## config.mk

```make
export PLATFORM = sky130hd
export DESIGN_NAME = window_ctrl
export DESIGN_NICKNAME = d
export VERILOG_FILES = /design/src/common/isa_pkg.sv /design/src/common/window_pkg.sv /design/src/window/window_ctrl.sv
export SDC_FILE = /design/constraint.sdc
export NUM_CORES = 1
export LEC_CHECK = 0
export BUFFER_PORTS_ARGS = -buffer_cell sky130_fd_sc_hd__buf_2
export CORE_AREA = 5 5 395 397
export DETAILED_ROUTE_END_ITERATION = 7
export DIE_AREA = 0 0 400 402
export PLACE_DENSITY = 0.3
export SYNTH_ARGS = -nofsm -noshare
export SYNTH_HDL_FRONTEND = slang
export SYNTH_SLANG_ARGS = --single-unit
```

## constraint.sdc

```tcl
create_clock -name vclk -period 4.3
set_input_delay 0.645 -clock vclk [all_inputs]
set_output_delay 0.645 -clock vclk [all_outputs]
set_load 0.01 [all_outputs]
```

## src/common/isa_pkg.sv

```systemverilog
`default_nettype none

package isa_pkg;

    localparam int WORD_W = 32;
    localparam int TAG_W = 6;

    typedef logic [WORD_W-1:0] word_t;
    typedef logic [TAG_W-1:0] tag_t;

    // branch context mask with one bit per live speculation level
    typedef logic [3:0] ctx_t;

    typedef enum logic [2:0] {
        add    = 3'd0,
        sub    = 3'd1,
        and_op = 3'd2,
        or_op  = 3'd3,
        load   = 3'd4,
        store  = 3'd5
    } opcode_t;

    // decoded instruction as handed over by dispatch
    typedef struct packed {
        opcode_t opcode;
        tag_t    src1_tag;
        tag_t    src2_tag;
        logic    src1_ready;
        logic    src2_ready;
        word_t   src1_value;
        word_t   src2_value;
        word_t   imm;
        tag_t    dest_tag;
        ctx_t    ctx;
    } dispatch_t;

    typedef struct packed {
        opcode_t opcode;
        word_t   operand_a;
        word_t   operand_b;
        tag_t    dest_tag;
        ctx_t    ctx;
    } issue_t;

endpackage

`default_nettype wire
```

## src/common/window_pkg.sv

```systemverilog
`default_nettype none

package window_pkg;

    // follows the mask carried in the instruction
    localparam int CTX_W = $bits(isa_pkg::ctx_t);

    // one window slot
    typedef struct packed {
        logic              valid;
        isa_pkg::dispatch_t inst;
    } entry_t;

    // result broadcast once per cycle
    typedef struct packed {
        logic          valid;
        isa_pkg::tag_t tag;
        isa_pkg::word_t value;
    } wakeup_t;

    // branch flush kills every entry sharing a mask bit
    typedef struct packed {
        logic             valid;
        logic [CTX_W-1:0] mask;
    } flush_t;

endpackage

`default_nettype wire

```

## src/window/window_ctrl.sv

```systemverilog
`timescale 1ns/1ps
`default_nettype none

module window_ctrl #(
    parameter int WINDOW_DEPTH = 8
) (
    input  wire                                        clk,
    input  wire                                        reset,
    input  wire window_pkg::entry_t [WINDOW_DEPTH-1:0] entries,
    input  wire window_pkg::flush_t                    flush,
    input  wire                                        in_valid,
    input  wire                                        out_ready,
    output logic                                       out_valid,
    output logic [$clog2(WINDOW_DEPTH)-1:0]            issue_index,
    output logic [WINDOW_DEPTH-1:0]                    keep_mask,
    output logic                                       in_ready,
    output logic                                       insert
);
    localparam int IDX_W = $clog2(WINDOW_DEPTH);
    localparam int CNT_W = $clog2(WINDOW_DEPTH + 1);

    logic [WINDOW_DEPTH-1:0] valid_mask;
    logic [WINDOW_DEPTH-1:0] flush_hit;
    logic [WINDOW_DEPTH-1:0] ready_mask;
    logic [WINDOW_DEPTH-1:0] sel_onehot;
    logic [CNT_W-1:0]        valid_count;

    always_comb begin
        for (int i = 0; i < WINDOW_DEPTH; i++) begin
            valid_mask[i] = entries[i].valid;
            flush_hit[i] = flush.valid && (|(flush.mask & entries[i].inst.ctx));
            // flushed entries are never offered
            ready_mask[i] = valid_mask[i] && entries[i].inst.src1_ready
                && entries[i].inst.src2_ready && !flush_hit[i];
        end
    end

    // slot 0 holds the oldest, so the lowest set bit wins
    assign sel_onehot = ready_mask & (~ready_mask + 1'b1);
    assign out_valid = |ready_mask;

    always_comb begin
        issue_index = '0;
        for (int i = 0; i < WINDOW_DEPTH; i++) begin
            if (sel_onehot[i]) begin
                issue_index = IDX_W'(i);
            end
        end
    end

    // drop the issued entry and anything on the flushed path
    assign keep_mask = valid_mask & ~flush_hit & ~(sel_onehot & {WINDOW_DEPTH{out_ready}});

    always_comb begin
        valid_count = '0;
        for (int i = 0; i < WINDOW_DEPTH; i++) begin
            valid_count = valid_count + CNT_W'(valid_mask[i]);
        end
    end

    // valid bits come straight from the registers
    assign in_ready = valid_count != CNT_W'(WINDOW_DEPTH);
    assign insert = in_valid && in_ready;

    a_issue_ready: assert property (@(posedge clk) disable iff (reset)
        out_valid |-> entries[issue_index].valid
            && entries[issue_index].inst.src1_ready
            && entries[issue_index].inst.src2_ready);

    // storage packs toward slot 0, so room means the top slot is empty
    a_no_insert_full: assert property (@(posedge clk) disable iff (reset)
        insert |-> !entries[WINDOW_DEPTH-1].valid);

endmodule

`default_nettype wire

```

== Yosys cells after proc, flatten, opt, wreduce, memory -nomap -nowiden ==
Index checks and enable logic that the tools add are counted.
Storage, ports and cells
  register bits: 0
  word-level logic and storage cells: 81
  input port bits: 1001
Cells by class
  bitwise logic cells: 15
  muxes and demuxes: 7
  reductions and logical operators: 50
  add/subtract/negate cells: 8
  eq/ne operators: 1
Operators with widths (count)
  1-bit logical AND: 33
  4-bit bitwise AND: 8
  8-bit bitwise AND: 4
  4-bit OR reduction: 8
  8-bit NOT: 3
  3-bit two-way mux: 6
  4-bit by 1-bit adder with 4-bit output: 4
  8-bit by 1-bit adder with 8-bit output (second input constant): 1
  1-bit logical NOT: 8
  8-bit OR reduction: 1
  3-bit by 1-bit adder with 4-bit output: 1
  4-bit inequality test (second input constant): 1
  2-bit by 1-bit adder with 3-bit output: 1
  1-bit by 1-bit adder with 2-bit output: 1
  1-bit two-way mux: 1

== Logic depth before layout (Yosys ltp) ==
  depth in word-level cells: 15
  mapped depth: 11
  mapped depth without buffers: 11

== Worst setup path before layout ==
Ideal clock, no wire load.
  path kind: input to output
  start point: input entries[123] in the netlist's numbering
  end point: output insert
  data arrival time: 3.601 ns
  path buffers: 0
  setup slack: 0.054 ns
  stages: 11
  cell sequence: fa_1 > inv_1 > fa_1 > fa_1 > inv_1 > ha_1 > inv_1 > fa_1 > nand2_1 > or4_1 > and2_1
Between the ends
  cells in the longest elaborated chain, start to end: 9
RTL lines
  start: declaration: RTL line window_ctrl.sv:9  | input wire window_pkg::entry_t [WINDOW_DEPTH-1:0] entries,
  1-bit by 1-bit adder with 2-bit output: RTL line window_ctrl.sv:57  | valid_count = valid_count + CNT_W'(valid_mask[i]);
  2-bit by 1-bit adder with 3-bit output: RTL line window_ctrl.sv:57
  3-bit by 1-bit adder with 4-bit output: RTL line window_ctrl.sv:57
  4-bit by 1-bit adder with 4-bit output (4 in a row): RTL line window_ctrl.sv:57
  4-bit inequality test: RTL line window_ctrl.sv:62  | assign in_ready = valid_count != CNT_W'(WINDOW_DEPTH);
  named net in_ready: RTL line window_ctrl.sv:16  | output logic in_ready,
  1-bit logical AND: RTL line window_ctrl.sv:63  | assign insert = in_valid && in_ready;
  end: declaration: RTL line window_ctrl.sv:17  | output logic insert
The timed path passes the listed nets, and every way through them passes these cells.

== Worst setup path in the final report ==
  start point: input entries[123] in the netlist's numbering
  end point: output insert
Between the ends
  cells in the longest elaborated chain, start to end: 9
RTL lines (RTL line)
  1-bit by 1-bit adder with 2-bit output: window_ctrl.sv:57
  2-bit by 1-bit adder with 3-bit output: window_ctrl.sv:57
  3-bit by 1-bit adder with 4-bit output: window_ctrl.sv:57
  4-bit by 1-bit adder with 4-bit output (4 in a row): window_ctrl.sv:57
  4-bit inequality test: window_ctrl.sv:62
  1-bit logical AND: window_ctrl.sv:63
Every way passes these cells.

==> results.json <==
{
  "status": "finished with violations",
  "violations": "setup timing",
  "track_usage": 0.00962,
  "rsz0062_at_grt": "true",
  "die_area_um2": 161000,
  "max_freq_mhz": 222,
  "avgRoutedWirePerCell_um": 3.74,
  "crit_type": "in -> out",
  "drive_gt1_frac": 0.517,
  "gp_congestion": 0.635,
  "leakage_nw": 0.636,
  "finalSetupViolCount": 2,
  "seq_cells": 0,
  "timing.final.hold_violations": 0,
  "crit_arrival_ps": 3860,
  "syn_nets": 1104,
  "grt_pass1_wl_um": 10100,
  "die_h_um": 402,
  "p_total_mw": 0.148,
  "ant_nets": 0,
  "drv_cap": 0,
  "drc": 0,
  "synth_cells": 96,
  "ios": 1015,
  "cp.required_ps": 3650,
  "slew_violations": 0,
  "vias": 1096,
  "p_per_area_nw_per_um2": 40.7,
  "timing.hold.ws_ps": 1580,
  "setup_slack_ps": -203,
  "io_buffer_count": 77,
  "firstDrtPassIters": 4,
  "worst_pin_slew_ps": 306,
  "grt_max_degree": 10,
  "grt_pass1_vias": 1073,
  "register_area_um2": 0,
  "syn-cell-area_um2": 658,
  "clock_buffers": 0,
  "die_w_um": 400,
  "num-nets-final": 1186,
  "min_path_cells": 3,
  "start_util": 0.00434,
  "yosysSeqAreaShare": 0,
  "min_period_over_period": 1.05,
  "crit_fanout": 2,
  "drt_iter0_drc": 36,
  "dp_hpwl_um": 7960,
  "via_per_inst": 0.496,
  "start_kind": "input pin",
  "synth.distinct_cells": 28,
  "period_needed_ps": 4500,
  "drt-total-wl_um": 8260,
  "grt_overflow": 0,
  "crit_path_end_kind": "output pin",
  "ir_drop_v": 0.0000343,
  "postCtsHoldBufs": 0,
  "syn-mean-instance-area_um2": 6.86,
  "area_growth_pct": 451,
  "rows": 143,
  "slew_headroom": 0.796,
  "hp-class": "in -> out",
  "yosys_warnings": 0,
  "core_area_um2": 152000,
  "antenna_found_initial": 14
}
## cell type report
cell class | instances | area, um2
fill | 18201 | 148000
tap | 2030 | 2540
multi-input combinational | 81 | 584
timing repair buffer | 84 | 450
inverter | 11 | 41.3
antenna | 4 | 10.0
## synth_stat cells
library cell | number | area (um2)
o21ai_0 | 4 | 20.0
nor2b_1 | 1 | 6.26
inv_1 | 11 | 41.3
nand4_2 | 1 | 12.5
nor2_1 | 5 | 18.8
nand3b_1 | 1 | 7.51
ha_1 | 3 | 37.5
buf_2 | 1 | 5.00
and4_1 | 3 | 26.3
fa_1 | 4 | 80.1
a211oi_1 | 1 | 7.51
and2_4 | 1 | 8.76
a22oi_1 | 2 | 15.0
nand2_1 | 14 | 52.6
and2_1 | 2 | 12.5
nand3_1 | 1 | 5.00
a31oi_1 | 5 | 31.3
and3_1 | 1 | 6.26
and3_4 | 1 | 11.3
a22o_1 | 14 | 123
o21ai_2 | 1 | 8.76
or4_1 | 1 | 7.51
o21ai_1 | 4 | 20.0
a21oi_1 | 6 | 30.0
buf_6 | 3 | 33.8
nor3_1 | 2 | 10.0
nand4_1 | 2 | 12.5
a21boi_1 | 1 | 7.51
## final timing paths
check,start,end
max,entries[123],insert
min,in_valid,insert
## logic make-up (layout without fill, tap and decap cells)
family                   Yosys count  count (layout)  synth area share
adder cells (fa/ha/maj)            7               7             0.179
buffers and inverters             15              95             0.122
other                              0               4                 0
AO/OA/AOI/OAI                     38              38             0.399
AND/OR/NAND/NOR                   36              36             0.300
## per-layer routing
| layer | track usage | part of all wire | up-vias |
|---|---|---|---|
| li1 | - | - | 521 |
| met1 | 0.0186 | 0.68 | 449 |
| met2 | 0.00608 | 0.16 | 116 |
| met3 | 0.00700 | 0.15 | 6 |
| met4 | 0 | 0.0023 | 4 |
| met5 | 0 | 0.0024 | - |
## stage by stage
stage	TNS, ps	util	setup slack [ps]	area [um2]	std cells
3_5_place_dp	-367	0.0236	-254	3570	2203
6_report	-366	0.0239	-203	3630	2210
5_1_grt	-557	0.0239	-300	3620	2206
2_1_floorplan	0	-	53.9	658	96
4_1_cts	-286	0.0238	-225	3600	2204
3_3_place_gp	-448	0.0236	-296	3570	2203
## worst max-delay path: stages
cell and delay [ps]:
buf_6 110, fa_1 540, inv_1 50, fa_1 490, fa_1 410, inv_1 70, ha_2 180, inv_2 40
fa_1 460, nand2_1 50, or4_4 490, and2_1 170, buf_2 130
## placed cells by master, fill, tap and decap left out, drive strengths merged, types with 4 or more instances in the layout
cell type,instances
nand2,14
a22o,14
diode,4
fa,4
buf,84
o21ai,9
nor2,5
a31oi,5
a21oi,6
inv,11
## report_power, final
group	switching (mW)	internal (mW)
Clock	0	0.000000147
Combinational	0.0739	0.0736
Sequential	0	0
## repair_timing
item	in CTS	in global routing
setup endpoints to repair	2	2
resized for setup	5	0
cloned	0	0
pin swaps	0	0
endpoints found under the hold margin	0	0
buffers inserted	1	2
Power figures use the tool's default switching activity.
