[src/common/isa_pkg.sv]
`default_nettype none

package isa_pkg;

    localparam int WORD_W = 32;
    localparam int TAG_W = 6;

    typedef logic [WORD_W-1:0] word_t;
    typedef logic [TAG_W-1:0] tag_t;

    // branch context mask with one bit per live speculation level
    typedef logic [3:0] ctx_t;

    typedef enum logic [2:0] {
        add    = 3'd0,
        sub    = 3'd1,
        and_op = 3'd2,
        or_op  = 3'd3,
        load   = 3'd4,
        store  = 3'd5
    } opcode_t;

    // decoded instruction as handed over by dispatch
    typedef struct packed {
        opcode_t opcode;
        tag_t    src1_tag;
        tag_t    src2_tag;
        logic    src1_ready;
        logic    src2_ready;
        word_t   src1_value;
        word_t   src2_value;
        word_t   imm;
        tag_t    dest_tag;
        ctx_t    ctx;
    } dispatch_t;

    typedef struct packed {
        opcode_t opcode;
        word_t   operand_a;
        word_t   operand_b;
        tag_t    dest_tag;
        ctx_t    ctx;
    } issue_t;

endpackage

`default_nettype wire
[src/common/window_pkg.sv]
`default_nettype none

package window_pkg;

    // follows the mask carried in the instruction
    localparam int CTX_W = $bits(isa_pkg::ctx_t);

    // one window slot
    typedef struct packed {
        logic              valid;
        isa_pkg::dispatch_t inst;
    } entry_t;

    // result broadcast once per cycle
    typedef struct packed {
        logic          valid;
        isa_pkg::tag_t tag;
        isa_pkg::word_t value;
    } wakeup_t;

    // branch flush kills every entry sharing a mask bit
    typedef struct packed {
        logic             valid;
        logic [CTX_W-1:0] mask;
    } flush_t;

endpackage

`default_nettype wire

[src/hw/issue_mux.sv]
`timescale 1ns/1ps
`default_nettype none

module issue_mux #(
    parameter int WINDOW_DEPTH = 8
) (
    input  wire window_pkg::entry_t [WINDOW_DEPTH-1:0] entries,
    input  wire [$clog2(WINDOW_DEPTH)-1:0]             issue_index,
    output isa_pkg::issue_t                            out_packet
);
    import isa_pkg::*;

    dispatch_t sel;
    logic      is_mem;

    assign sel = entries[issue_index].inst;

    // memory ops get their address base formed here
    assign is_mem = (sel.opcode == load) || (sel.opcode == store);

    always_comb begin
        out_packet.opcode = sel.opcode;
        if (is_mem) begin
            out_packet.operand_a = sel.src1_value + sel.imm;
        end else begin
            out_packet.operand_a = sel.src1_value;
        end
        out_packet.operand_b = sel.src2_value;
        out_packet.dest_tag = sel.dest_tag;
        out_packet.ctx = sel.ctx;
    end

endmodule

`default_nettype wire

[config.mk]
export PLATFORM = sky130hd
export DESIGN_NAME = issue_mux
export DESIGN_NICKNAME = d
export VERILOG_FILES = /design/src/common/isa_pkg.sv /design/src/common/window_pkg.sv /design/src/hw/issue_mux.sv
export SDC_FILE = /design/constraint.sdc
export NUM_CORES = 1
export LEC_CHECK = 0
export BUFFER_PORTS_ARGS = -buffer_cell sky130_fd_sc_hd__buf_4
export CAP_MARGIN = 20
export CORE_AREA = 4 4 411 413
export DETAILED_ROUTE_END_ITERATION = 8
export DIE_AREA = 0 0 415 417
export MAX_ROUTING_LAYER = met4
export PLACE_DENSITY = 0.3
export SLEW_MARGIN = 20
export SYNTH_ARGS = -nofsm -noshare
export SYNTH_HDL_FRONTEND = slang
export SYNTH_SLANG_ARGS = --single-unit
[constraint.sdc]
create_clock -name vclk -period 5
set_clock_uncertainty 0.1 [all_clocks]
set_input_delay 0.25 -clock vclk [all_inputs]
set_output_delay 0.25 -clock vclk [all_outputs]
set_load 0.02 [all_outputs]
* Word level (Yosys, flattened, before mapping)
Cells that the tools add are included.
** Word-level totals
- Bits in registers :: 0
- Bits of input ports :: 995
- Output and inout port bits :: 77
- Logic and storage cells :: 8
** Operators by class
- $add $sub $neg :: 1
- Magnitude comparators :: 1
- Equality and inequality tests :: 2
- Muxes and demuxes :: 3
- Reductions and logical operators :: 1
** Operators by type and width (count)
- $bmux 124 s3 :: 1
- $mux 123 :: 1
- $add 32x32->32 :: 1
- $mux 32 :: 1
- $eq 3x3->1 const B :: 2
- $lt 3x4->1 const B :: 1
- $logic_or 1x1->1 :: 1

* Logic depth before layout (Yosys ltp)
Gate-level depths: netlist of the first run.
- Depth after elaboration :: 5
- Depth in mapped cells :: 16
- Gate-level depth less buffers :: 12

* Worst setup path after synthesis of the first run
No wires, ideal clock.
- Kind :: input to output
- From :: input port issue_index[0]
- To :: output port out_packet[70] (netlist name)
- Arrival :: 4.101 ns
- Required time :: 4.650 ns
- Setup slack :: 0.549 ns
- Stages :: 16
- Buffers on the path :: 4
- Path through :: buf_2 > buf_4 > buf_2 > buf_2 > mux4_2 > mux2_2 > ha_1 > fa_1 > a21o_1 > nand3_1 > a31oi_4 > a21oi_1 > o31ai_1 > a41oi_1 > xor2_1 > o21ai_1
** RTL lines
- from (decl) :: line issue_mux.sv:8 : input wire [$clog2(WINDOW_DEPTH)-1:0] issue_index,
- to (decl) :: line issue_mux.sv:9 : output isa_pkg::issue_t out_packet

==> results of run 1 <==
==> through the flow <==
stage,area (um^2),setup slack (ns),hold WS (ns)
final,18700,0.402,0.954
after global routing,18700,0.0994,0.969
after CTS,18600,0.284,0.960
after detailed placement,18600,0.305,0.957
after global placement,18600,0.278,0.946
after floorplan,8430,0.549,0.754
==> power breakdown <==
group	internal, W	switching (W)	leakage (nW)
Clock	0.00000000112	0	0.000273
Sequential	0	0	0
Combinational	0.00130	0.00132	7.63
Total	0.00130	0.00132	7.63
==> cells by family after synthesis <==
| group | share of synthesized area (%) |
|---|---|
| muxes | 73.6 |
| and+or+nand+nor | 5.00 |
| buffers and inverters | 4.23 |
| xor gates and xnor gates | 3.01 |
| adders and majority gates | 4.84 |
| AOI/OAI and AO/OA | 9.35 |
==> cell type report <==
type | count | area, um^2
fill | 19000 | 146000
antenna | 43 | 108
inverter | 5 | 18.8
timing repair buffer | 1009 | 7760
tap | 2189 | 2740
multi-input combinational | 611 | 8080
==> routing by layer <==
| metal | vias up | track usage [%] | part of all wire [%] |
|---|---|---|---|
| met1 | 5851 | 15.1 | 40 |
| met2 | 540 | 23.1 | 52 |
| met4 | 0 | 0.340 | 0.92 |
| met3 | 106 | 3.52 | 7.2 |
| li1 | 4937 | - | - |
| met5 | - | - | 0 |
==> worst max path at each step <==
| stage | start | endpoint | slack [ns] |
|---|---|---|---|
| 2_1_floorplan | issue_index[0] | out_packet[70] | 0.55 |
| 3_3_place_gp | issue_index[0] | out_packet[69] | 0.28 |
| 3_5_place_dp | issue_index[0] | out_packet[69] | 0.31 |
| 4_1_cts | issue_index[0] | out_packet[69] | 0.28 |
| 5_1_grt | issue_index[0] | out_packet[65] | 0.1 |
| 6_report | issue_index[0] | out_packet[69] | 0.40 |
==> cell usage in the layout, fill, tap and decap left out, types with 4 or more instances in the layout <==
| cell | count |
|---|---|
| o21ai_1 | 5 |
| nor3_1 | 5 |
| nor2_1 | 17 |
| ha_1 | 31 |
| nand4_1 | 8 |
| o21a_1 | 4 |
| diode_2 | 43 |
| nand2_1 | 47 |
| a21oi_1 | 30 |
| a211oi_1 | 4 |
| o31ai_1 | 4 |
| buf_12 | 13 |
| a21boi_0 | 4 |
| xnor2_1 | 13 |
| buf_4 | 993 |
| inv_1 | 5 |
| mux2_2 | 114 |
| xor2_1 | 16 |
| o21ai_0 | 38 |
| mux4_2 | 218 |
| a21o_1 | 20 |
==> worst max-delay path, stage by stage <==
cell      delay, ns
buf_8          0.21
buf_12         0.29
mux4_2         0.60
mux2_2         0.34
ha_1           0.32
a211oi_1       0.37
o211a_1        0.33
o31ai_1        0.11
a21o_1         0.23
a21oi_2        0.30
a31oi_1        0.16
xor2_1         0.17
mux2_2         0.33
buf_4          0.18
==> reports/metrics.yaml, run 1 <==
grt:
  grt_pass1_wl_mm: 141
  grt_start_max_net_pins: 43
  antenna_found_initial: 114
  globalRouteTotalUtil_pct: 12.9
  grt_pass1_vias: 12200
  global_route.overflow_total: 0
synth:
  ys_top_cells_by_area: "mux4_2, mux2_2, ha_1, o21ai_0, buf_2"
  syn_area_per_cell_um2: 12.2
  synth_top_area_share_pct: 58.2
  yosysTopAreaCell: "mux4_2"
  ys_seq_area_share_pct: 0
  yosysWarnings: 0
  synth_cells: 690
  yosys-top-cells-count: "mux4_2, mux2_2, nand2_1, o21ai_0, buf_2"
  synth_cell_types: 48
  yosysMostFrequentCell: "mux4_2"
  synth_nets: 1717
  netlist_area_mm2: 0.00843
die:
  core_area_mm2: 0.165
  initial_core_util_pct: 5.12
  die_height_um: 417
  row_count: 149
  die_w_um: 415
  io_pins: 1072
  die-area_mm2: 0.173
worst_setup_path:
  start_kind: "input port"
  crit_arrival_ns: 4.25
  end_kind: "output pin"
  crit_path_max_fanout: 26
  worst_ep_required_time_ns: 4.65
  path_class: "in2out"
drt:
  wirelength_mm: 115
  wl_per_cell_um: 29.8
  dr_total_vias: 11400
  drtAntennaViolNets: 0
  drtPass1Iterations: 4
  vias_per_cell: 2.96
  first_iter_violations: 624
  drc: 0
worst_hold_path:
  hp-class: "in2out"
  min_from: "entries[368]"
  hold_path_depth: 4
  hold_end: "out_packet[74]"
sta:
  worst_pin_slew_ns: 0.917
  rsz0062_at_grt: "no"
  relSlewSlack_pct: 38.2
  setup_viol: 0
  clock.fmax_mhz: 218
  finalHoldViolations: 0
  finalSetupTns_ns: 0
  slew_violations: 0
  post-route-period-util_pct: 92.0
  period_needed_ns: 4.60
placement:
  gp_congestion: 0.955
  port_buffers: 952
  place_inst: 3814
  hpwl_mm: 108
finish:
  drive_gt1_share_pct: 83.1
  fin_nets: 2654
  fin_util_pct: 11.3
  stdcell_count: 3857
  clkbuf_count: 0
  syn2layout_area_growth_pct: 122
  seq_cells: 0
  register_area_um2: 0
pwr:
  vdd_ir_drop_max_mv: 0.0460
  power_density_mw_per_mm2: 140
  p_leak_nw: 7.63
  total_power_w: 0.00262
clock_tree:
  post_cts_resized: 0
  cts_setup_buffers: 0
  cts_hold_buf: 0
run_status:
  status: "finished clean"
job:
  drv_cap: 0
No activity file was read; power rests on OpenSTA's default activity.
==> inputs of run 2 (changes only) <==
==> constraint.sdc (replaced) <==
create_clock -name vclk -period 4.88
set_clock_uncertainty 0.1 [all_clocks]
set_input_delay 0.244 -clock vclk [all_inputs]
set_output_delay 0.244 -clock vclk [all_outputs]
set_load 0.02 [all_outputs]
==> reports/metrics.yaml, run 2 (synthesis gave the netlist of run 1 again) <==
run_status:
  status: "finished clean"  # unchanged
finish:
  syn2layout_area_growth_pct: 123  # was 122%
  seq_cells: 0  # unchanged
  register_area_um2: 0  # unchanged
  drive_gt1_share_pct: 83.3  # was 83.1%
  clkbuf_count: 0  # unchanged
  fin_nets: 2665  # was 2654
  stdcell_area_mm2: 0.0188  # was 0.0187 mm^2
  final_cell_mix: "buf_4, mux4_2, mux2_2, nand2_1, o21ai_0"  # unchanged
  final_common_cell: "buf_4"  # unchanged
die:
  core_area_mm2: 0.165  # unchanged
  die-area_mm2: 0.173  # unchanged
  row_count: 149  # unchanged
  die_height_um: 417  # unchanged
  die_w_um: 415  # unchanged
  io_pins: 1072  # unchanged
  initial_core_util_pct: 5.12  # unchanged
drt:
  first_iter_violations: 835  # was 624
  wirelength_mm: 114  # was 115 mm
  wl_per_cell_um: 29.4  # was 29.8 um
  vias_per_cell: 2.97  # was 2.96
  dr_total_vias: 11500  # was 11400
  drtAntennaViolNets: 0  # unchanged
  drc: 0  # unchanged
  drtPass1Iterations: 5  # was 4
worst_setup_path:
  worst_ep_required_time_ns: 4.54  # was 4.65 ns
  crit_arrival_ns: 4.26  # was 4.25 ns
  end_kind: "output pin"  # unchanged
  crit_path_max_fanout: 15  # was 26
  start_kind: "input port"  # unchanged
  path_class: "in2out"  # unchanged
grt:
  antenna_found_initial: 125  # was 114
  grt_pass1_wl_mm: 140  # was 141 mm
  global_route.overflow_total: 0  # unchanged
  grt_start_max_net_pins: 44  # was 43
  globalRouteTotalUtil_pct: 12.7  # was 12.9%
  grt_pass1_vias: 12300  # was 12200
job:
  drv_cap: 0  # unchanged
sta:
  worst_pin_slew_ns: 0.504  # was 0.917 ns
  relSlewSlack_pct: 66.1  # was 38.2%
  slew_violations: 0  # unchanged
  rsz0062_at_grt: "no"  # unchanged
  finalSetupTns_ns: 0  # unchanged
  period_needed_ns: 4.60
  clock.fmax_mhz: 217
  post-route-period-util_pct: 94.3
  finalHoldViolations: 0  # unchanged
  setup_viol: 0  # unchanged
pwr:
  power_density_mw_per_mm2: 143  # was 140 mW/mm^2
  vdd_ir_drop_max_mv: 0.0492  # was 0.0460 mV
  p_leak_nw: 7.69  # was 7.63 nW
clock_tree:
  cts_setup_buffers: 0  # unchanged
  cts_hold_buf: 0  # unchanged
  post_cts_resized: 0  # unchanged
worst_hold_path:
  hp-class: "in2out"  # unchanged
placement:
  hpwl_mm: 106  # was 108 mm
  place_area_mm2: 0.0187  # was 0.0186 mm^2
  gp_congestion: 0.938  # was 0.955
  port_buffers: 952  # unchanged
run 2: worst max-delay path, stage by stage:
cell	delay (ns)
buf_8	0.24
buf_12	0.20
buf_12	0.19
mux4_2	0.58
mux2_2	0.35
ha_1	0.32
a21oi_1	0.22
o21a_1	0.17
nor2_1	0.04
a2111oi_0	0.47
o31ai_2	0.18
buf_4	0.19
a41oi_1	0.34
xor2_1	0.12
o21ai_1	0.16
buf_4	0.17
run 2: worst paths after layout:
check,start,to,slack (ns),cells past startpoint
min,entries[503],out_packet[7],0.94,4
max,issue_index[0],out_packet[70],0.28,16
run 2: cell type report:
type / instances / area, um^2
Antenna cell: 44 / 110
Inverter: 5 / 18.8
Fill cell: 19000 / 146000
Multi-Input combinational cell: 611 / 8080
Timing Repair Buffer: 1020 / 7840
Tap cell: 2189 / 2740
run 2: routing by layer:
metal | vias to the layer above | part of all wire [%] | track usage, %
met5 | - | 0 | -
met1 | 5792 | 38 | 14.5
met4 | 0 | 1.1 | 0.387
met2 | 610 | 53 | 23.2
li1 | 4956 | - | -
met3 | 124 | 7.8 | 3.68
run 2: metrics by stage:
step | cells | setup slack, ns | util, % | total power, W | hold WS, ns
global placement | 3825 | 0.0930 | 11.3 | 0.00277 | 0.931
detailed placement | 3825 | 0.0668 | 11.3 | 0.00275 | 0.936
global route | 3866 | 0.0536 | 11.4 | 0.00289 | 0.956
finish | 3869 | 0.276 | 11.4 | 0.00269 | 0.938
floorplan | 690 | 0.441 | - | 0.00124 | 0.742
CTS | 3825 | 0.0587 | 11.3 | 0.00277 | 0.940
run 2: report_power, final:
| part | total, W | internal, W | leakage [nW] | switching, W |
|---|---|---|---|---|
| combinational | 0.00269 | 0.00135 | 7.69 | 0.00134 |
| sequential | 0 | 0 | 0 | 0 |
| clock | 0.00000000123 | 0.00000000123 | 0.000279 | 0 |
| total | 0.00269 | 0.00135 | 7.69 | 0.00134 |
