`config.mk`:
```
export PLATFORM = sky130hd
export DESIGN_NAME = operand_wakeup
export DESIGN_NICKNAME = d
export VERILOG_FILES = /design/src/common/isa_pkg.sv /design/src/common/window_pkg.sv /design/src/window/operand_wakeup.sv
export SDC_FILE = /design/constraint.sdc
export NUM_CORES = 1
export LEC_CHECK = 0
export ABC_AREA = 1
export ABC_CLOCK_PERIOD_IN_PS = 1800
export BUFFER_PORTS_ARGS = -buffer_cell sky130_fd_sc_hd__clkbuf_2
export CAP_MARGIN = 20
export CORE_AREA = 2 2 112 114
export DETAILED_ROUTE_END_ITERATION = 7
export DIE_AREA = 0 0 114 116
export PLACE_DENSITY = 0.51
export SLEW_MARGIN = 0
export SYNTH_ARGS = -nofsm -noshare
export SYNTH_HDL_FRONTEND = slang
export SYNTH_SLANG_ARGS = --single-unit
```
`constraint.sdc`:
```
create_clock -name vclk -period 1.8
set_input_delay 0.18 -clock vclk [all_inputs]
set_output_delay 0.18 -clock vclk [all_outputs]
set_load 0.02 [all_outputs]
```
`src/common/isa_pkg.sv`:
```
`default_nettype none

package isa_pkg;

    localparam int WORD_W = 32;
    localparam int TAG_W = 6;

    typedef logic [WORD_W-1:0] word_t;
    typedef logic [TAG_W-1:0] tag_t;

    // branch context mask with one bit per live speculation level
    typedef logic [3:0] ctx_t;

    typedef enum logic [2:0] {
        add    = 3'd0,
        sub    = 3'd1,
        and_op = 3'd2,
        or_op  = 3'd3,
        load   = 3'd4,
        store  = 3'd5
    } opcode_t;

    // decoded instruction as handed over by dispatch
    typedef struct packed {
        opcode_t opcode;
        tag_t    src1_tag;
        tag_t    src2_tag;
        logic    src1_ready;
        logic    src2_ready;
        word_t   src1_value;
        word_t   src2_value;
        word_t   imm;
        tag_t    dest_tag;
        ctx_t    ctx;
    } dispatch_t;

    typedef struct packed {
        opcode_t opcode;
        word_t   operand_a;
        word_t   operand_b;
        tag_t    dest_tag;
        ctx_t    ctx;
    } issue_t;

endpackage

`default_nettype wire
```
`src/common/window_pkg.sv`:
```
`default_nettype none

package window_pkg;

    // follows the mask carried in the instruction
    localparam int CTX_W = $bits(isa_pkg::ctx_t);

    // one window slot
    typedef struct packed {
        logic              valid;
        isa_pkg::dispatch_t inst;
    } entry_t;

    // result broadcast once per cycle
    typedef struct packed {
        logic          valid;
        isa_pkg::tag_t tag;
        isa_pkg::word_t value;
    } wakeup_t;

    // branch flush kills every entry sharing a mask bit
    typedef struct packed {
        logic             valid;
        logic [CTX_W-1:0] mask;
    } flush_t;

endpackage

`default_nettype wire

```
`src/window/operand_wakeup.sv`:
```
`timescale 1ns/1ps
`default_nettype none

module operand_wakeup #(
    parameter int ENTRIES = 1
) (
    input  wire                                   clk,
    input  wire                                   reset,
    input  wire window_pkg::wakeup_t              wakeup,
    input  wire window_pkg::entry_t [ENTRIES-1:0] entries_in,
    output window_pkg::entry_t [ENTRIES-1:0]      entries_out
);
    logic [ENTRIES-1:0] hit1;
    logic [ENTRIES-1:0] hit2;

    always_comb begin
        for (int i = 0; i < ENTRIES; i++) begin
            // only sources still waiting look at the broadcast
            hit1[i] = wakeup.valid && entries_in[i].valid
                && !entries_in[i].inst.src1_ready
                && (entries_in[i].inst.src1_tag == wakeup.tag);
            hit2[i] = wakeup.valid && entries_in[i].valid
                && !entries_in[i].inst.src2_ready
                && (entries_in[i].inst.src2_tag == wakeup.tag);
            entries_out[i] = entries_in[i];
            if (hit1[i]) begin
                entries_out[i].inst.src1_ready = 1'b1;
                entries_out[i].inst.src1_value = wakeup.value;
            end
            if (hit2[i]) begin
                entries_out[i].inst.src2_ready = 1'b1;
                entries_out[i].inst.src2_value = wakeup.value;
            end
        end
    end

    for (genvar g = 0; g < ENTRIES; g++) begin : g_check
        a_src1_kept: assert property (@(posedge clk) disable iff (reset)
            entries_in[g].inst.src1_ready
                |-> entries_out[g].inst.src1_value == entries_in[g].inst.src1_value);
        a_src2_kept: assert property (@(posedge clk) disable iff (reset)
            entries_in[g].inst.src2_ready
                |-> entries_out[g].inst.src2_value == entries_in[g].inst.src2_value);
    end

endmodule

`default_nettype wire

```
Yosys cells after proc, flatten, opt, wreduce, memory -nomap -nowiden:

Index checks and enable logic that the tools add are counted.

* eq/ne operators: 2
* muxes and demuxes: 4
* reductions and logical operators: 7

Operator list (count)
* $mux 32: 2
* $eq 6x6->1: 2
* $logic_and 1x1->1: 5
* $logic_not 1->1: 2
* $mux 1: 2

* flip-flop bits (word level): 0
* bits of input ports: 165
* logic and storage cells: 13

Longest topological paths before layout:

Gate-level depths: netlist of run 1.

* word-level depth: 4
* gate-level depth with buffers: 9
* mapped depth without buffers: 8

Worst setup path before layout of run 1:

No wires, ideal clock.

* path type: input to output
* from: input port entries_in[117] (netlist bit)
* to: output port entries_out[107] (netlist bit)
* arrival: 1.103 ns
* required time: 1.620 ns
* path slack: 0.517 ns
* stages: 5
* path buffers: 1
* path through: inv_1 > a21oi_1 > nand3_2 > buf_2 > o21bai_1

RTL lines
* from (decl): RTL line operand_wakeup.sv:10 `input wire window_pkg::entry_t [ENTRIES-1:0] entries_in,`
* to (decl): RTL line operand_wakeup.sv:11 `output window_pkg::entry_t [ENTRIES-1:0] entries_out`

==> results of run 1 <==
==> per-layer routing <==
| layer | up-vias | GRT usage [%] | wire [um] |
|---|---|---|---|
| li1 | 1254 | - | - |
| met1 | 1002 | 12.6 | 3160 |
| met2 | 142 | 18.5 | 3630 |
| met3 | 10 | 1.67 | 661 |
| met4 | 0 | 1.22 | 87 |
| met5 | - | 0 | 0 |
==> cell families after synthesis <==
family / share of synthesized area, %
AO/OA/AOI/OAI: 20.1
XOR/XNOR: 0.522
buffers and inverters: 37.4
AND/OR/NAND/NOR: 42.0
==> worst max-delay path: cells and delay by family <==
kind,cells,cell delay [ns]
xor gates and xnor gates,1,0.23
buffers and inverters,4,0.63
and+or+nand+nor,4,0.38
==> power by group through the flow <==
| stage | registers (mW) | clock network (mW) | logic, mW |
|---|---|---|---|
| 2_1_floorplan | 0 | 0 | 0.436 |
| 3_3_place_gp | 0 | 0 | 0.549 |
| 3_5_place_dp | 0 | 0 | 0.548 |
| 4_1_cts | 0 | 0 | 0.550 |
| 5_1_grt | 0 | 0 | 0.598 |
| 6_report | 0 | 0 | 0.543 |
==> worst min-delay path by stage <==
stage	start	end	depth (start not counted)
floorplan	entries_in[0]	entries_out[0]	1
global placement	entries_in[0]	entries_out[0]	0
detailed placement	entries_in[0]	entries_out[0]	0
CTS	entries_in[0]	entries_out[0]	0
global route	entries_in[23]	entries_out[23]	0
finish	entries_in[15]	entries_out[15]	0
==> through the flow <==
stage | utilization [%] | instance area, um^2 | hold slack [ns]
floorplan | - | 1680 | 0.473
global placement | 20.3 | 2420 | 0.360
detailed placement | 20.3 | 2420 | 0.360
CTS | 20.3 | 2420 | 0.360
global route | 20.4 | 2420 | 0.360
finish | 20.4 | 2420 | 0.360
==> area by class of cell <==
type	count	share of cell area, %
inverter	17	2.63
tap	147	7.59
multi-input combinational	241	43.5
timing repair buffer	210	46.2
==> timing repair <==
item | CTS | global route
gates resized for setup | 0 | 1
endpoints found under the hold margin | 0 | 0
endpoints found under the setup margin | 0 | 14
buffers inserted | 0 | 0
==> synthesized netlist by cell type <==
cell and instances:
sky130_fd_sc_hd__nor2_2 3, sky130_fd_sc_hd__buf_2 6, sky130_fd_sc_hd__o21ai_1 39, sky130_fd_sc_hd__nand3_1 1, sky130_fd_sc_hd__nor2_8 2, sky130_fd_sc_hd__o21bai_1 1, sky130_fd_sc_hd__nand2_2 3, sky130_fd_sc_hd__o21ai_0 26
sky130_fd_sc_hd__nand2_1 159, sky130_fd_sc_hd__clkbuf_2 6, sky130_fd_sc_hd__inv_1 12, sky130_fd_sc_hd__buf_6 6, sky130_fd_sc_hd__inv_2 5, sky130_fd_sc_hd__nand3_2 1, sky130_fd_sc_hd__a21oi_1 1, sky130_fd_sc_hd__xnor2_1 1
sky130_fd_sc_hd__nor2_1 4, sky130_fd_sc_hd__buf_4 58
==> impl_metrics.sql, run 1 <==
INSERT INTO impl_metrics (metric_group, metric, value, unit) VALUES
('status', 'status', 'complete, no violations', ''),
('worst_setup_path', 'cp_slowest_stage_delay', '0.23', 'ns'),
('finish', 'final_cell_mix', '197 x sky130_fd_sc_hd__clkbuf_2, 159 x sky130_fd_sc_hd__nand2_1, 39 x sky130_fd_sc_hd__o21ai_1', ''),
('job', 'max-cap-violations', '0', ''),
('synthesis', 'synthesis.instances', '334', ''),
('worst_setup_path', 'startpoint_type_of_the_worst_setup_path', 'input pin', ''),
('sta', 'number_of_hold_violations_in_the_final_report', '0', ''),
('worst_setup_path', 'cp_slowest_cell', 'sky130_fd_sc_hd__xnor2_1', ''),
('synthesis', 'syn_avg_cell_area', '5.02', 'um^2'),
('sta', 'slew_at_the_pin_closest_to_its_max_slew_limit', '0.325', 'ns'),
('die', 'design.die.area', '13200', 'um^2'),
('drt', 'wirelength', '7530', 'um'),
('finish', 'seq_cell_count', '0', ''),
('sta', 'min_period', '1.60', 'ns'),
('synthesis', 'syn-cell-area', '1680', 'um^2'),
('die', 'die_h', '116', 'um'),
('finish', 'drive_above_1_share', '47.9', '%'),
('sta', 'setup_viol', '0', ''),
('clocking', 'cts_hold_repair.buffers', '0', ''),
('finish', 'mostFrequentLayoutCell', 'sky130_fd_sc_hd__clkbuf_2', ''),
('pwr', 'internal_portion_of_total_power', '215', 'uW'),
('worst_setup_path', 'endpoint_required_time_on_the_critical_path', '1.62', 'ns'),
('pwr', 'design_power_total', '543', 'uW'),
('sta', 'timing.max_slew.rel_slack', '78.4', '%'),
('synthesis', 'synth.lib_cells_used.distinct', '18', ''),
('placement', 'dpl_worst_slack', '0.0768', 'ns'),
('pwr', 'switching_share', '60.4', '%'),
('grt', 'grt_antenna_before_repair', '0', ''),
('worst_setup_path', 'end_kind', 'output port', ''),
('placement', 'buffer_ports.inserted', '197', ''),
('drt', 'detail_route.wl_per_cell', '12.2', 'um'),
('sta', 'highest_clock_frequency_the_design_can_meet', '623', 'MHz'),
('pwr', 'p_switching', '328', 'uW'),
('finish', 'sequential_cell_area', '0', 'um^2'),
('pwr', 'sequential_power_share', '0', '%'),
('die', 'core-area', '11900', 'um^2'),
('worst_setup_path', 'crit_path_start', 'wakeup[36]', ''),
('finish', 'num-fill-cells', '1431', ''),
('grt', 'global_route_wire_length_before_repair', '10700', 'um'),
('placement', 'gp_routability_congestion', '0.724', ''),
('drt', 'route.detailed.drc', '0', ''),
('sta', 'setup_slack', '0.196', 'ns'),
('die', 'rows', '40', ''),
('synthesis', 'ys_seq_area_share', '0', '%'),
('worst_setup_path', 'crit_path_cell_trace', 'clkbuf_2 -> xnor2_1 -> nand2_2 -> buf_12 -> nor2_8 -> buf_4 -> nand2_1 -> nand2_1 -> clkbuf_2', ''),
('worst_setup_path', 'path_class', 'in2out', ''),
('drt', 'first_iter_violations', '93', ''),
('finish', 'multiInputGateArea', '1060', 'um^2'),
('sta', 'finalMaxSlewViolations', '0', ''),
('drt', 'detail-route-antenna-nets', '0', ''),
('synthesis', 'synth.net_count', '499', ''),
('pwr', 'max-vdd-ir-drop', '0.0775', 'mV'),
('drt', 'detail_route.first_pass.iterations', '5', ''),
('die', 'floorplan.initialDensity', '14.1', '%'),
('sta', 'period_utilization_post_route', '89.1', '%'),
('pwr', 'power.share.combinational', '100.0', '%'),
('die', 'die-width', '114', 'um'),
('grt', 'number_of_global_route_vias_before_repair', '2087', ''),
('finish', 'n_antenna_cell', '0', ''),
('worst_setup_path', 'worst-endpoint-arrival', '1.42', 'ns'),
('placement', 'dp.cells', '615', ''),
('synthesis', 'yosys.area.top_type', 'sky130_fd_sc_hd__nand2_1', ''),
('min_path', 'worstHoldPathType', 'in2out', ''),
('die', 'io_pins', '289', ''),
('finish', 'instances_no_fill', '615', ''),
('finish', 'finish.net_count', '635', ''),
('synthesis', 'netlist_top_cells_area', 'sky130_fd_sc_hd__nand2_1 36%, sky130_fd_sc_hd__buf_4 26%, sky130_fd_sc_hd__o21ai_1 12%, sky130_fd_sc_hd__o21ai_0 7.8%, sky130_fd_sc_hd__buf_6 4.0%', ''),
('grt', 'grt_start_max_net_pins', '26', ''),
('drt', 'avgViaCountPerCell', '3.92', ''),
('finish', 'clkbuf_count', '0', ''),
('synthesis', 'ys.warnings.count', '0', '');
No activity file was read; power rests on OpenSTA's default activity.
==> inputs of run 2 (changes only) <==
--- a/config.mk
+++ b/config.mk
@@ -5,14 +5,14 @@
 export SDC_FILE = /design/constraint.sdc
 export NUM_CORES = 1
 export LEC_CHECK = 0
-export ABC_AREA = 1
 export ABC_CLOCK_PERIOD_IN_PS = 1800
 export BUFFER_PORTS_ARGS = -buffer_cell sky130_fd_sc_hd__clkbuf_2
 export CAP_MARGIN = 20
-export CORE_AREA = 2 2 112 114
+export CORE_AREA = 2 2 111 113
 export DETAILED_ROUTE_END_ITERATION = 7
-export DIE_AREA = 0 0 114 116
+export DIE_AREA = 0 0 113 115
 export PLACE_DENSITY = 0.51
+export REMOVE_ABC_BUFFERS = 1
 export SLEW_MARGIN = 0
 export SYNTH_ARGS = -nofsm -noshare
 export SYNTH_HDL_FRONTEND = slang
==> impl_metrics.sql, run 2 <==
INSERT INTO impl_metrics (metric_group, metric, value, unit) VALUES
('die', 'floorplan.initialDensity', '13.7', '%'),
('sta', 'setup_viol', '0', ''),
('synthesis', 'syn-cell-area', '1620', 'um^2'),
('finish', 'final_cell_mix', '197 x sky130_fd_sc_hd__clkbuf_2, 58 x sky130_fd_sc_hd__mux2_4, 8 x sky130_fd_sc_hd__xor2_1', ''),
('finish', 'syn2layout_area_growth', '47.9', '%'),
('drt', 'route.detailed.drc', '11', ''),
('die', 'rows', '40', ''),
('pwr', 'max-vdd-ir-drop', '0.0914', 'mV'),
('sta', 'period_utilization_post_route', '97.5', '%'),
('status', 'status', 'finished with violations', ''),
('finish', 'mostFrequentLayoutCell', 'sky130_fd_sc_hd__clkbuf_2', ''),
('worst_setup_path', 'crit_path_cell_trace', 'clkbuf_2 -> xor2_1 -> nor3_2 -> nand4_4 -> buf_12 -> mux2_4 -> clkbuf_2', ''),
('finish', 'num-fill-cells', '1312', ''),
('die', 'io_pins', '289', ''),
('worst_setup_path', 'end_kind', 'output port', ''),
('synthesis', 'ys_seq_area_share', '0', '%'),
('sta', 'min_period', '1.76', 'ns'),
('synthesis', 'yosys.area.top_type', 'sky130_fd_sc_hd__mux2_4', ''),
('pwr', 'static-leakage-power', '1.51', 'nW'),
('drt', 'routed-via-count', '1677', ''),
('grt', 'number_of_global_route_vias_before_repair', '1655', ''),
('finish', 'sequential_cell_area', '0', 'um^2'),
('synthesis', 'netlist_top_cells_area', 'sky130_fd_sc_hd__mux2_4 54%, sky130_fd_sc_hd__buf_4 27%, sky130_fd_sc_hd__xor2_1 4.3%, sky130_fd_sc_hd__buf_6 4.2%, sky130_fd_sc_hd__mux2_2 4.2%', ''),
('synthesis', 'synth.top_cell.area_share', '53.8', '%'),
('synthesis', 'syn_avg_cell_area', '10.9', 'um^2'),
('worst_setup_path', 'startpoint_type_of_the_worst_setup_path', 'input pin', ''),
('synthesis', 'most_frequent_cells_after_synthesis', '58 x sky130_fd_sc_hd__buf_4, 58 x sky130_fd_sc_hd__mux2_4, 8 x sky130_fd_sc_hd__xor2_1, 6 x sky130_fd_sc_hd__buf_6, 6 x sky130_fd_sc_hd__mux2_2', ''),
('grt', 'globalRoute.totalOverflow', '0', ''),
('min_path', 'min_delay_path_depth', '0', ''),
('placement', 'gp_routability_congestion', '0.708', ''),
('finish', 'finish.net_count', '453', ''),
('worst_setup_path', 'crit_family', 'buffers and inverters', ''),
('sta', 'setup_total_negative_slack', '0', 'ns'),
('sta', 'highest_clock_frequency_the_design_can_meet', '570', 'MHz'),
('worst_setup_path', 'cp_slowest_stage_delay', '0.30', 'ns'),
('status', 'failed_checks', 'DRC', ''),
('die', 'die-width', '113', 'um'),
('pwr', 'switching_share', '49.8', '%'),
('worst_setup_path', 'path_class', 'in2out', ''),
('sta', 'finalMaxSlewViolations', '0', ''),
('drt', 'detail-route-antenna-nets', '0', ''),
('die', 'design.die.area', '13000', 'um^2'),
('pwr', 'power.share.combinational', '100.0', '%'),
('grt', 'grt_start_max_net_pins', '20', ''),
('drt', 'wirelength', '7670', 'um'),
('grt', 'grt_antenna_before_repair', '0', ''),
('finish', 'clkbuf_count', '0', ''),
('finish', 'multiInputGateArea', '1140', 'um^2'),
('job', 'max-cap-violations', '0', ''),
('min_path', 'min-delay-start', 'entries_in[12]', ''),
('synthesis', 'synth-simple-area-share', '4.41', '%'),
('sta', 'number_of_hold_violations_in_the_final_report', '0', ''),
('die', 'core-area', '11800', 'um^2'),
('placement', 'dp_hpwl', '6940', 'um'),
('worst_setup_path', 'cp_slowest_cell', 'sky130_fd_sc_hd__mux2_4', ''),
('pwr', 'power-per-cell-area', '221', 'nW/um^2'),
('synthesis', 'synthesis.instances', '149', ''),
('drt', 'detail_route.first_pass.iterations', '6', ''),
('min_path', 'worstHoldPathType', 'in2out', ''),
('grt', 'global_route_wire_length_before_repair', '10100', 'um'),
('synthesis', 'synthAdderAreaFrac', '0', '%'),
('synthesis', 'synth_compound_gate_area_share', '0', '%'),
('synthesis', 'largest_family_of_logic_cells_by_synthesized_area', 'multiplexers', ''),
('pwr', 'sequential_power_share', '0', '%'),
('pwr', 'clock_power_share', '0', '%'),
('synthesis', 'ys.warnings.count', '0', ''),
('grt', 'globalRouteTotalUtil', '10.4', '%'),
('drt', 'avgViaCountPerCell', '3.87', ''),
('synthesis', 'synth.lib_cells_used.distinct', '11', ''),
('finish', 'seq_cell_count', '0', ''),
('synthesis', 'synthMuxAreaShare', '58.0', '%'),
('worst_setup_path', 'cp_max_fo', '18', ''),
('worst_setup_path', 'worst-endpoint-arrival', '1.58', 'ns'),
('finish', 'drive_above_1_share', '94.8', '%'),
('synthesis', 'synth_xor_xnor_area_share', '6.50', '%'),
('min_path', 'min_to', 'entries_out[12]', ''),
('worst_setup_path', 'endpoint_required_time_on_the_critical_path', '1.62', 'ns'),
('die', 'die_h', '115', 'um'),
('pwr', 'p_switching', '263', 'uW'),
('sta', 'timing.max_slew.rel_slack', '81.5', '%'),
('finish', 'n_antenna_cell', '0', ''),
('worst_setup_path', 'crit_path_frequent_cell', 'sky130_fd_sc_hd__clkbuf_2', ''),
('drt', 'detail_route.wl_per_cell', '17.7', 'um'),
('sta', 'slew_at_the_pin_closest_to_its_max_slew_limit', '0.276', 'ns'),
('placement', 'buffer_ports.inserted', '197', ''),
('finish', 'post_route_utilization', '20.3', '%'),
('worst_setup_path', 'critical_path_buf_inv_count', '3', ''),
('pwr', 'internal_portion_of_total_power', '265', 'uW'),
('drt', 'first_iter_violations', '42', '');
[run 2: power groups by stage]
stage | Clock, mW | Combinational, mW | Sequential (mW)
6_report | 0 | 0.528 | 0
5_1_grt | 0 | 0.562 | 0
4_1_cts | 0 | 0.534 | 0
3_5_place_dp | 0 | 0.532 | 0
3_3_place_gp | 0 | 0.524 | 0
2_1_floorplan | 0 | 0.256 | 0
[run 2: worst max-delay path by stage]
stage,endpoint,cells after the start,slack (ns),from
final,entries_out[65],7,0.04,wakeup[36]
after global routing,entries_out[65],7,-0.01,wakeup[36]
after CTS,entries_out[65],7,0.01,wakeup[35]
after detailed placement,entries_out[82],7,-0.01,entries_in[115]
after global placement,entries_out[65],7,0.03,wakeup[35]
after floorplan,entries_out[105],4,-0.46,entries_in[118]
[run 2: repair_timing]
item | 4_1_cts | 5_1_grt
endpoints found under the setup margin | 5 | 29
hold buffers | 0 | 0
resized for setup | 1 | 1
buffers inserted | 0 | 0
[run 2: metrics by stage]
stage	worst slack [ns]	power, mW	hold slack (ns)	cells	area (um^2)
CTS	0.0137	0.534	0.360	433	2390
detailed placement	-0.0133	0.532	0.360	433	2380
global route	-0.0123	0.562	0.360	433	2390
global placement	0.0262	0.524	0.360	433	2380
floorplan	-0.456	0.256	0.360	85	1110
finish	0.0447	0.528	0.360	433	2390
[run 2: cell type report]
class                           count  area share [%]
Multi-Input combinational cell     85            47.8
Timing Repair Buffer              201            44.6
Tap cell                          147            7.69
[run 2: logic make-up (layout without fill, tap and decap cells)]
kind of cell | after synthesis | count (layout)
xor+xnor | 12 | 12
buf+inv | 64 | 201
mux | 64 | 64
simple gates | 9 | 9
[run 2: layer usage]
| layer | part of all wire [%] | vias up | track usage, % |
|---|---|---|---|
| li1 | - | 733 | - |
| met1 | 34 | 737 | 11.1 |
| met5 | 1.7 | - | 10.0 |
| met3 | 23 | 4 | 9.91 |
| met4 | 0.22 | 4 | 0.163 |
| met2 | 41 | 199 | 14.9 |
==> inputs of run 3 (changes only) <==
--- a/config.mk
+++ b/config.mk
@@ -8,12 +8,11 @@
 export ABC_CLOCK_PERIOD_IN_PS = 1800
 export BUFFER_PORTS_ARGS = -buffer_cell sky130_fd_sc_hd__clkbuf_2
 export CAP_MARGIN = 20
-export CORE_AREA = 2 2 111 113
+export CORE_AREA = 3 3 112 114
 export DETAILED_ROUTE_END_ITERATION = 7
-export DIE_AREA = 0 0 113 115
+export DIE_AREA = 0 0 115 117
 export PLACE_DENSITY = 0.51
 export REMOVE_ABC_BUFFERS = 1
-export SLEW_MARGIN = 0
 export SYNTH_ARGS = -nofsm -noshare
 export SYNTH_HDL_FRONTEND = slang
 export SYNTH_SLANG_ARGS = --single-unit
==> impl_metrics.sql, run 3 (synthesized netlist as in run 2, its figures left out) <==
INSERT INTO impl_metrics (metric_group, metric, value, unit) VALUES
('sta', 'min_period', '1.78', 'ns'),
('sta', 'timing.max_slew.rel_slack', '82.9', '%'),
('drt', 'detail-route-antenna-nets', '0', ''),
('placement', 'dp.cells', '430', ''),
('finish', 'num-fill-cells', '1248', ''),
('pwr', 'max-vdd-ir-drop', '0.0717', 'mV'),
('die', 'die-width', '115', 'um'),
('grt', 'number_of_global_route_vias_before_repair', '1595', ''),
('finish', 'n_antenna_cell', '0', ''),
('worst_setup_path', 'cp_slowest_cell', 'sky130_fd_sc_hd__mux2_4', ''),
('pwr', 'static-leakage-power', '1.60', 'nW'),
('drt', 'avgViaCountPerCell', '3.78', ''),
('sta', 'number_of_hold_violations_in_the_final_report', '0', ''),
('die', 'floorplan.initialDensity', '14.0', '%'),
('sta', 'period_utilization_post_route', '98.9', '%'),
('min_path', 'worstHoldPathType', 'in2out', ''),
('worst_setup_path', 'path_class', 'in2out', ''),
('min_path', 'min_to', 'entries_out[122]', ''),
('sta', 'slew_at_the_pin_closest_to_its_max_slew_limit', '0.255', 'ns'),
('drt', 'detail_route.first_pass.iterations', '2', ''),
('sta', 'setup_viol', '0', ''),
('die', 'design.die.area', '13500', 'um^2'),
('worst_setup_path', 'cp_slowest_stage_delay', '0.30', 'ns'),
('worst_setup_path', 'endpoint_required_time_on_the_critical_path', '1.62', 'ns'),
('finish', 'multiInputGateArea', '1180', 'um^2'),
('finish', 'drive_above_1_share', '95.1', '%'),
('worst_setup_path', 'path_depth', '7', ''),
('grt', 'grt_start_max_net_pins', '19', ''),
('worst_setup_path', 'cp_max_fo', '18', ''),
('drt', 'routed-via-count', '1629', ''),
('finish', 'finish.net_count', '455', ''),
('min_path', 'min_delay_path_depth', '0', ''),
('sta', 'finalMaxSlewViolations', '0', ''),
('worst_setup_path', 'worst-endpoint-arrival', '1.60', 'ns'),
('finish', 'syn2layout_area_growth', '64.3', '%'),
('grt', 'global_route_wire_length_before_repair', '9780', 'um'),
('worst_setup_path', 'startpoint_type_of_the_worst_setup_path', 'input pin', ''),
('worst_setup_path', 'crit_path_cell_trace', 'buf_8 -> xor2_4 -> nor3_4 -> nand4_4 -> buf_12 -> mux2_4 -> clkbuf_2', ''),
('finish', 'instances_no_fill', '431', ''),
('finish', 'fin_area', '2660', 'um^2'),
('finish', 'sequential_cell_area', '0', 'um^2'),
('placement', 'buffer_ports.inserted', '197', ''),
('job', 'max-cap-violations', '0', ''),
('grt', 'grt_antenna_before_repair', '0', ''),
('drt', 'wirelength', '8020', 'um'),
('worst_setup_path', 'critical_path_buf_inv_count', '3', ''),
('sta', 'highest_clock_frequency_the_design_can_meet', '562', 'MHz'),
('die', 'core-area', '11500', 'um^2'),
('pwr', 'power-per-cell-area', '224', 'nW/um^2'),
('drt', 'first_iter_violations', '10', ''),
('sta', 'grt_setup_unrepaired', 'yes', ''),
('die', 'io_pins', '289', ''),
('die', 'rows', '39', ''),
('drt', 'route.detailed.drc', '0', ''),
('placement', 'gp_routability_congestion', '0.664', ''),
('grt', 'globalRouteTotalUtil', '9.81', '%'),
('die', 'die_h', '117', 'um'),
('finish', 'final_cell_mix', '159 x sky130_fd_sc_hd__clkbuf_2, 58 x sky130_fd_sc_hd__mux2_4, 29 x sky130_fd_sc_hd__buf_6', ''),
('pwr', 'design_power_total', '596', 'uW'),
('status', 'status', 'complete, no violations', ''),
('finish', 'seq_cell_count', '0', ''),
('grt', 'globalRoute.totalOverflow', '0', ''),
('placement', 'dpl_cell_area', '2380', 'um^2'),
('drt', 'detail_route.wl_per_cell', '18.6', 'um'),
('finish', 'mostFrequentLayoutCell', 'sky130_fd_sc_hd__clkbuf_2', ''),
('min_path', 'min-delay-start', 'entries_in[122]', ''),
('worst_setup_path', 'crit_family', 'buffers and inverters', ''),
('worst_setup_path', 'end_kind', 'output port', ''),
('clocking', 'cts_hold_repair.buffers', '0', ''),
('finish', 'clkbuf_count', '0', '');
run 3: cell types whose count changed in the layout (fill, tap and decap cells not counted), moves of 2 or more:
cell / previous run / this run
sky130_fd_sc_hd__xor2_1: 8 / 6
sky130_fd_sc_hd__xor2_4: 0 / 2
sky130_fd_sc_hd__buf_6: 0 / 29
sky130_fd_sc_hd__clkbuf_2: 197 / 159
sky130_fd_sc_hd__buf_2: 0 / 5
sky130_fd_sc_hd__buf_4: 0 / 4
sky130_fd_sc_hd__nor3_2: 4 / 2
run 3: timing repair:
action	4_1_cts	5_1_grt
hold endpoints to repair	0	0
gates resized for setup	0	110
gates cloned	0	1
endpoints found under the setup margin	3	62
pin swaps	0	3
buffers inserted	0	0
run 3: routing by layer:
metal / share of wire [%] / up-vias / global-route usage [%]
met5: 0.62 / - / 4.07
met4: 0 / 2 / 0
met3: 17 / 2 / 7.04
met2: 43 / 182 / 13.9
met1: 40 / 704 / 12.5
li1: - / 739 / -
run 3: area by class of cell:
class                      count  area share [%]
multi-input combinational     85            44.4
tap                          143            6.73
timing repair buffer         203            48.8
run 3: power by group:
group	total [mW]	leakage (nW)	internal [mW]	switching (mW)
Clock	0	0	0	0
Sequential	0	0	0	0
Combinational	0.596	1.60	0.317	0.279
Total	0.596	1.60	0.317	0.279
run 3: worst max path at each step:
stage / startpoint / endpoint / slack, ns
2_1_floorplan: entries_in[118] / entries_out[105] / -0.46
3_3_place_gp: entries_in[115] / entries_out[100] / 0.02
3_5_place_dp: wakeup[36] / entries_out[68] / -0.005
4_1_cts: wakeup[36] / entries_out[58] / -0.008
5_1_grt: wakeup[32] / entries_out[61] / -0.04
6_report: wakeup[32] / entries_out[61] / 0.02
run 3: metrics by stage:
stage	hold WS, ns	setup TNS, ns	setup WS (ns)	util (%)
after floorplan	0.360	-28.87	-0.456	-
after global placement	0.360	0	0.0219	20.7
after detailed placement	0.360	-0.00880	-0.00457	20.7
after CTS	0.360	-0.0144	-0.00792	20.7
after global routing	0.360	-0.547	-0.0436	23.1
final	0.360	0	0.0200	23.1
